### src/design/mem_route_pkg.sv
package mem_route_pkg;

    ////////////////////////////////////////////////////////////////////////////
    // Widths and depths
    ////////////////////////////////////////////////////////////////////////////

    localparam int ADDR_W         = 32;
    localparam int DATA_W         = 32;
    localparam int STRB_W         = 4;
    localparam int TRACK_DEPTH    = 8;
    localparam int SB_DEPTH       = 4;
    localparam int MEM_CREDITS    = 4;
    localparam int SEG_CLEAR_BITS = 3;

    // Derived sizes
    localparam int TRK_PTR_W = $clog2(TRACK_DEPTH);
    localparam int SB_PTR_W  = $clog2(SB_DEPTH);
    localparam int CREDIT_W  = $clog2(MEM_CREDITS + 1);

    localparam logic [CREDIT_W-1:0] CREDIT_INIT  = CREDIT_W'(MEM_CREDITS);
    localparam logic [SB_PTR_W:0]   SB_COUNT_MAX = (SB_PTR_W + 1)'(SB_DEPTH);

    // Simple address mapping forces the top segment bits to zero
    localparam logic [ADDR_W-1:0] SEG_MASK = {ADDR_W{1'b1}} >> SEG_CLEAR_BITS;

    ////////////////////////////////////////////////////////////////////////////
    // Types
    ////////////////////////////////////////////////////////////////////////////

    typedef enum logic {
        OP_READ  = 1'b0,
        OP_WRITE = 1'b1
    } mem_op_e;

    typedef enum logic {
        PATH_UNCACHED = 1'b0,
        PATH_CACHED   = 1'b1
    } mem_path_e;

    typedef struct packed {
        logic              valid;
        mem_op_e           op;
        logic              cacheable;
        logic [1:0]        size;
        logic [STRB_W-1:0] wstrb;
        logic [ADDR_W-1:0] addr;
        logic [DATA_W-1:0] wdata;
    } cpu_req_t;

    typedef struct packed {
        logic              valid;
        mem_op_e           op;
        logic [STRB_W-1:0] wstrb;
        logic [ADDR_W-1:0] addr;
        logic [DATA_W-1:0] wdata;
    } mem_req_t;

    // On the CPU side valid is data_ok
    typedef struct packed {
        logic              valid;
        logic [DATA_W-1:0] rdata;
    } mem_rsp_t;

endpackage

### src/design/route_tracker.sv
module route_tracker (
    input  logic                    aclk,
    input  logic                    aresetn,
    input  mem_route_pkg::cpu_req_t cpu_req,
    input  logic                    cached_ready,
    input  logic                    uncached_ready,
    input  mem_route_pkg::mem_rsp_t cached_done,
    input  mem_route_pkg::mem_rsp_t uncached_done,
    output logic                    addr_ok,
    output logic                    cached_take,
    output logic                    uncached_take,
    output mem_route_pkg::mem_rsp_t cpu_rsp
);

    // Pointers carry one extra wrap bit
    logic [mem_route_pkg::TRK_PTR_W:0]     wr_ptr;
    logic [mem_route_pkg::TRK_PTR_W:0]     rd_ptr;
    logic [mem_route_pkg::TRK_PTR_W-1:0]   wr_idx;
    logic [mem_route_pkg::TRK_PTR_W-1:0]   rd_idx;
    mem_route_pkg::mem_path_e              path_ring [mem_route_pkg::TRACK_DEPTH];
    logic [mem_route_pkg::TRACK_DEPTH-1:0] write_ring;

    mem_route_pkg::mem_path_e req_path;
    mem_route_pkg::mem_path_e head_path;
    mem_route_pkg::mem_rsp_t  head_rsp;
    logic                     empty;
    logic                     full;
    logic                     stall;
    logic                     path_ready;
    logic                     accept;
    logic                     retire;

    ////////////////////////////////////////////////////////////////////////////
    // Accept side
    ////////////////////////////////////////////////////////////////////////////

    assign wr_idx = wr_ptr[mem_route_pkg::TRK_PTR_W-1:0];
    assign rd_idx = rd_ptr[mem_route_pkg::TRK_PTR_W-1:0];

    assign empty = (wr_ptr == rd_ptr);
    assign full  = (wr_idx == rd_idx)
                && (wr_ptr[mem_route_pkg::TRK_PTR_W] != rd_ptr[mem_route_pkg::TRK_PTR_W]);

    assign req_path  = cpu_req.cacheable ? mem_route_pkg::PATH_CACHED
                                         : mem_route_pkg::PATH_UNCACHED;
    assign head_path = path_ring[rd_idx];

    // All open entries share one path, so the head stands for them all
    assign stall      = full || (!empty && (head_path != req_path));
    assign path_ready = (req_path == mem_route_pkg::PATH_CACHED) ? cached_ready
                                                                 : uncached_ready;

    assign addr_ok       = !stall && path_ready;
    assign accept        = cpu_req.valid && addr_ok;
    assign cached_take   = accept && (req_path == mem_route_pkg::PATH_CACHED);
    assign uncached_take = accept && (req_path == mem_route_pkg::PATH_UNCACHED);

    ////////////////////////////////////////////////////////////////////////////
    // Response side
    ////////////////////////////////////////////////////////////////////////////

    always_comb begin
        head_rsp = (head_path == mem_route_pkg::PATH_CACHED) ? cached_done : uncached_done;
        cpu_rsp.valid = !empty && head_rsp.valid;
        // Stores answer with zero data
        cpu_rsp.rdata = write_ring[rd_idx] ? '0 : head_rsp.rdata;
    end

    assign retire = cpu_rsp.valid;

    always_ff @(posedge aclk) begin
        if (!aresetn) begin
            wr_ptr <= '0;
            rd_ptr <= '0;
        end else begin
            if (accept) begin
                wr_ptr <= wr_ptr + 1'b1;
            end
            if (retire) begin
                rd_ptr <= rd_ptr + 1'b1;
            end
        end
    end

    always_ff @(posedge aclk) begin
        if (accept) begin
            path_ring[wr_idx]  <= req_path;
            write_ring[wr_idx] <= (cpu_req.op == mem_route_pkg::OP_WRITE);
        end
    end

endmodule

### src/design/store_buffer.sv
module store_buffer (
    input  logic                    aclk,
    input  logic                    aresetn,
    input  logic                    take,
    input  mem_route_pkg::cpu_req_t cpu_req,
    input  logic                    issue_ready,
    input  mem_route_pkg::mem_rsp_t mem_rsp,
    output logic                    ready,
    output mem_route_pkg::mem_rsp_t done,
    output mem_route_pkg::mem_req_t issue_req
);

    typedef enum logic [1:0] {
        IDLE,
        READ_WAIT,
        DRAIN
    } sb_state_e;

    sb_state_e                          state;
    sb_state_e                          state_next;
    mem_route_pkg::mem_req_t            queue [mem_route_pkg::SB_DEPTH];
    mem_route_pkg::mem_req_t            entry;
    mem_route_pkg::mem_req_t            rd_q;
    logic [mem_route_pkg::SB_PTR_W-1:0] head;
    logic [mem_route_pkg::SB_PTR_W-1:0] tail;
    logic [mem_route_pkg::SB_PTR_W:0]   count;
    logic [mem_route_pkg::SB_PTR_W:0]   count_next;
    logic                               full;
    logic                               is_write;
    logic                               push;
    logic                               pop;
    logic                               rd_take;
    logic                               rd_pending;
    logic                               ack_q;

    assign full     = (count == mem_route_pkg::SB_COUNT_MAX);
    assign is_write = (cpu_req.op == mem_route_pkg::OP_WRITE);

    // Reads wait for an empty queue, writes for a free slot
    assign ready   = is_write ? ((state != READ_WAIT) && !full) : (state == IDLE);
    assign push    = take && is_write;
    assign rd_take = take && !is_write;
    assign pop     = (count != '0) && issue_ready;

    always_comb begin
        entry = '{valid: 1'b1,
                  op:    cpu_req.op,
                  wstrb: cpu_req.wstrb,
                  addr:  cpu_req.addr,
                  wdata: cpu_req.wdata};
    end

    always_comb begin
        count_next = count;
        if (push && !pop) begin
            count_next = count + 1'b1;
        end else if (pop && !push) begin
            count_next = count - 1'b1;
        end
    end

    ////////////////////////////////////////////////////////////////////////////
    // FSM
    ////////////////////////////////////////////////////////////////////////////

    always_comb begin
        state_next = state;
        case (state)
            IDLE: begin
                if (rd_take) begin
                    state_next = READ_WAIT;
                end else if (push) begin
                    state_next = DRAIN;
                end
            end
            DRAIN: begin
                if (count_next == '0) begin
                    state_next = IDLE;
                end
            end
            READ_WAIT: begin
                if (mem_rsp.valid) begin
                    state_next = IDLE;
                end
            end
            default: state_next = IDLE;
        endcase
    end

    always_ff @(posedge aclk) begin
        if (!aresetn) begin
            state      <= IDLE;
            head       <= '0;
            tail       <= '0;
            count      <= '0;
            rd_pending <= 1'b0;
            ack_q      <= 1'b0;
        end else begin
            state <= state_next;
            count <= count_next;
            ack_q <= push;
            if (push) begin
                tail <= tail + 1'b1;
            end
            if (pop) begin
                head <= head + 1'b1;
            end
            if (rd_take) begin
                rd_pending <= 1'b1;
            end else if (rd_pending && issue_ready) begin
                rd_pending <= 1'b0;
            end
        end
    end

    always_ff @(posedge aclk) begin
        if (push) begin
            queue[tail] <= entry;
        end
        if (rd_take) begin
            rd_q <= entry;
        end
    end

    // Pending read only exists with an empty queue
    always_comb begin
        if (rd_pending) begin
            issue_req = rd_q;
        end else begin
            issue_req       = queue[head];
            issue_req.valid = (count != '0);
        end
    end

    // Posted write ack, or the read data from downstream
    always_comb begin
        done.valid = ack_q || mem_rsp.valid;
        done.rdata = ack_q ? '0 : mem_rsp.rdata;
    end

endmodule

### src/design/credit_issue.sv
module credit_issue (
    input  logic                    aclk,
    input  logic                    aresetn,
    input  mem_route_pkg::mem_req_t in_req,
    input  logic                    credit,
    output logic                    in_ready,
    output mem_route_pkg::mem_req_t port_req
);

    logic [mem_route_pkg::CREDIT_W-1:0] credits;
    logic                               take;
    logic                               beat_valid;
    mem_route_pkg::mem_req_t            beat_q;

    // Credit is spent when the beat is taken, one cycle before it shows up
    assign in_ready = (credits != '0);
    assign take     = in_req.valid && in_ready;

    always_ff @(posedge aclk) begin
        if (!aresetn) begin
            credits    <= mem_route_pkg::CREDIT_INIT;
            beat_valid <= 1'b0;
        end else begin
            beat_valid <= take;
            case ({take, credit})
                2'b10:   credits <= credits - 1'b1;
                2'b01:   credits <= credits + 1'b1;
                default: credits <= credits;
            endcase
        end
    end

    ////////////////////////////////////////////////////////////////////////////
    // Output beat
    ////////////////////////////////////////////////////////////////////////////

    always_ff @(posedge aclk) begin
        if (take) begin
            beat_q      <= in_req;
            beat_q.addr <= in_req.addr & mem_route_pkg::SEG_MASK;
        end
    end

    always_comb begin
        port_req       = beat_q;
        port_req.valid = beat_valid;
    end

endmodule

### src/design/mem_router_top.sv
module mem_router_top (
    input  logic                    aclk,
    input  logic                    aresetn,

    // CPU side
    input  mem_route_pkg::cpu_req_t cpu_req,
    output logic                    addr_ok,
    output mem_route_pkg::mem_rsp_t cpu_rsp,

    // Cached port
    output mem_route_pkg::mem_req_t cached_req,
    input  mem_route_pkg::mem_rsp_t cached_rsp,
    input  logic                    cached_credit,

    // Uncached port
    output mem_route_pkg::mem_req_t uncached_req,
    input  mem_route_pkg::mem_rsp_t uncached_rsp,
    input  logic                    uncached_credit
);

    logic                    cached_take;
    logic                    cached_ready;
    logic                    uncached_take;
    logic                    uncached_ready;
    logic                    sb_issue_ready;
    mem_route_pkg::mem_req_t cached_in;
    mem_route_pkg::mem_req_t sb_issue;
    mem_route_pkg::mem_rsp_t uncached_done;

    ////////////////////////////////////////////////////////////////////////////
    // Order tracker
    ////////////////////////////////////////////////////////////////////////////

    route_tracker route_tracker_inst (
        .aclk           (aclk),
        .aresetn        (aresetn),
        .cpu_req        (cpu_req),
        .cached_ready   (cached_ready),
        .uncached_ready (uncached_ready),
        .cached_done    (cached_rsp),
        .uncached_done  (uncached_done),
        .addr_ok        (addr_ok),
        .cached_take    (cached_take),
        .uncached_take  (uncached_take),
        .cpu_rsp        (cpu_rsp)
    );

    ////////////////////////////////////////////////////////////////////////////
    // Cached path
    ////////////////////////////////////////////////////////////////////////////

    always_comb begin
        cached_in = '{valid: cached_take,
                      op:    cpu_req.op,
                      wstrb: cpu_req.wstrb,
                      addr:  cpu_req.addr,
                      wdata: cpu_req.wdata};
    end

    credit_issue cached_issue (
        .aclk     (aclk),
        .aresetn  (aresetn),
        .in_req   (cached_in),
        .credit   (cached_credit),
        .in_ready (cached_ready),
        .port_req (cached_req)
    );

    ////////////////////////////////////////////////////////////////////////////
    // Uncached path
    ////////////////////////////////////////////////////////////////////////////

    store_buffer store_buffer_inst (
        .aclk        (aclk),
        .aresetn     (aresetn),
        .take        (uncached_take),
        .cpu_req     (cpu_req),
        .issue_ready (sb_issue_ready),
        .mem_rsp     (uncached_rsp),
        .ready       (uncached_ready),
        .done        (uncached_done),
        .issue_req   (sb_issue)
    );

    credit_issue uncached_issue (
        .aclk     (aclk),
        .aresetn  (aresetn),
        .in_req   (sb_issue),
        .credit   (uncached_credit),
        .in_ready (sb_issue_ready),
        .port_req (uncached_req)
    );

endmodule

### config.mk
export PLATFORM = sky130hd
export DESIGN_NAME = mem_router_top
export DESIGN_NICKNAME = d
export VERILOG_FILES = /design/src/design/mem_route_pkg.sv /design/src/design/route_tracker.sv /design/src/design/store_buffer.sv /design/src/design/credit_issue.sv /design/src/design/mem_router_top.sv
export SDC_FILE = /design/constraint.sdc
export NUM_CORES = 1
export LEC_CHECK = 0
export BUFFER_PORTS_ARGS = -buffer_cell sky130_fd_sc_hd__buf_4
export CORE_MARGIN = 8
export CORE_UTILIZATION = 51
export CTS_CLUSTER_DIAMETER = 80
export DETAILED_ROUTE_END_ITERATION = 6
export PLACE_DENSITY_LB_ADDON = 0.15
export SYNTH_ARGS = -nofsm -noshare
export SYNTH_HDL_FRONTEND = slang
export SYNTH_HIERARCHICAL = 1
export SYNTH_SLANG_ARGS = --single-unit
export TNS_END_PERCENT = 100
### constraint.sdc
create_clock -name aclk -period 4.8 [get_ports aclk]
set_clock_uncertainty 0.2 [all_clocks]
set_input_delay 0.96 -clock aclk [delete_from_list [all_inputs] [get_ports aclk]]
set_output_delay 0.96 -clock aclk [all_outputs]
set_load 0.01 [all_outputs]
==> impl_metrics.toml <==
[outcome]
status = "complete, no violations"

[clocking]
root_buffer = "clkbuf_16"
htreeDepth = 2
cts_resized = 0
hold_buffers = 0
cts_buffers = 50
path_clk_slew_ps = 60
clock_path_buffers = 3
tritoncts = "done"
cts_setup_buffers = 0
insertion_delay_ps = 570
cts.sinks = 510

[detailed_routing]
vias_per_cell = 5.33
drc_errors = 0
drtPass1Iterations = 5
drt_iter0_drc = 593
via_count = 9956
detail-route-antenna-nets = 0
wl_per_cell_um = 21.9
drt-total-wl_um = 40900

[final_layout]
fillCellCount = 2666
antennaDiodeCount = 0
area_growth_pct = 23.5
mostFrequentLayoutCells = "478 x edfxtp_1, 318 x buf_4, 79 x nand2_1, 70 x mux4_2, 69 x mux2_2"
fin_nets = 1478
final_common_cell = "edfxtp_1"
fin_area_sq_um = 23900
drive_above_1_share_pct = 40.6
finalNonFillerCells = 1869
fin_util_pct = 63.6

[timing]
slew_viol_final = 0
period_minus_slack_ps = 4080
fin_setup_tns_ps = 0
setup_viol = 0
fin_ws_ps = 721
tightest_slew_ps = 1100
max_freq_mhz = 245
whs_ps = 283
hold_viol = 0
period_share_pct = 85.0
rsz0062_at_grt = "no"
slew_headroom_pct = 26.7

[placement]
port_buffers = 305
dp_cells = 1781
placed_cell_area_sq_um = 22300
place_congestion = 0.888
hpwl_um = 25700
pre_cts_ws_ps = 705

[yosys]
syn_area_sq_um = 19300
synth_warnings = 6
synth_cells = 989
syn_area_per_cell_sq_um = 19.5

[pwr]
p_total_mw = 13.6
power_density_nw_per_um2 = 570
p_leak_nw = 8.39
vdd_drop_max_uv = 377

[worst_setup_path]
cp-start-kind = "register"
critPathSlowestCell = "mux4_2"
crit_path_frequent_cell = "buf_4"
cp_data_required_time_ps = 3640
crit_arrival_ps = 2920
crit_type = "register to output pin"
critPathBufInv = 3
path_cells = "mux4_2 -> mux2i_4 -> buf_4 -> inv_2 -> a21oi_1 -> o22ai_1 -> buf_4"
endpoint_kind = "output pin"
worst-path-max-fanout = 36
max_stage_delay_ps = 540
worst-r2r-setup-slack_ps = 1310
cp_top_family = "buffers and inverters"
r2r_start = "store_buffer_inst/count[0]"

[floorplanning]
die_area_sq_um = 44400
core_area_sq_um = 37500
ioPinCount = 317
die-width_um = 211
start_util_pct = 51.5
die_h_um = 211
rows = 71

[run]
maxCapViolCount = 0

[global_route]
grt_pass1_vias = 10257
antenna_found_initial = 0
track_usage_pct = 18.1
grt_max_degree = 67
grt_pass1_wl_um = 61800
grt_overflow = 0

[min_path]
hold_start = "route_tracker_inst/wr_ptr[3]"
hp-class = "register to register"
==> layer usage <==
| metal | vias up | routed length (um) | track usage [%] |
|---|---|---|---|
| li1 | 4527 | - | - |
| met1 | 5107 | 17400 | 24.0 |
| met2 | 275 | 19800 | 29.3 |
| met3 | 47 | 3000 | 5.61 |
| met4 | 0 | 638 | 4.03 |
| met5 | - | 0 | 0 |
==> report_power, final <==
part	total (mW)	internal, mW	switching [mW]
registers	6.23	5.80	0.432
clock network	3.67	2.11	1.56
logic	3.69	1.79	1.90
==> worst min-delay path: stages, from the launching register on <==
cell and delay, ps:
dfxtp_1 330, nand2_1 60, mux2i_1 50
==> flip-flops by register name (all words and copies together), names as in the netlist, 4 cells and up, named ones only <==
signal,count
route_tracker_inst/path_ring,8
uncached_issue/port_req,66
store_buffer_inst/rd_q,66
route_tracker_inst/write_ring,8
route_tracker_inst/rd_ptr,4
cached_issue/port_req,66
route_tracker_inst/wr_ptr,4
store_buffer_inst/queue,264
==> path summary, 6_finish.rpt <==
| path | endpoint | cells past startpoint |
|---|---|---|
| max reg2reg | store_buffer_inst/queue[3][1] | 10 |
| min | route_tracker_inst/wr_ptr[3] | 2 |
| max | addr_ok | 7 |
| min reg2reg | route_tracker_inst/wr_ptr[3] | 2 |
==> layout make-up <==
cell class	count	area (sq um)	share of cell area [%]
Clock buffer	65	1330	5.57
Clock inverter	23	204	0.855
Inverter	17	67.6	0.283
Multi-Input combinational cell	415	4020	16.9
Sequential cell	510	15000	62.9
Tap cell	511	639	2.68
Timing Repair Buffer	328	2590	10.8
No activity file was read; power rests on OpenSTA's default activity.
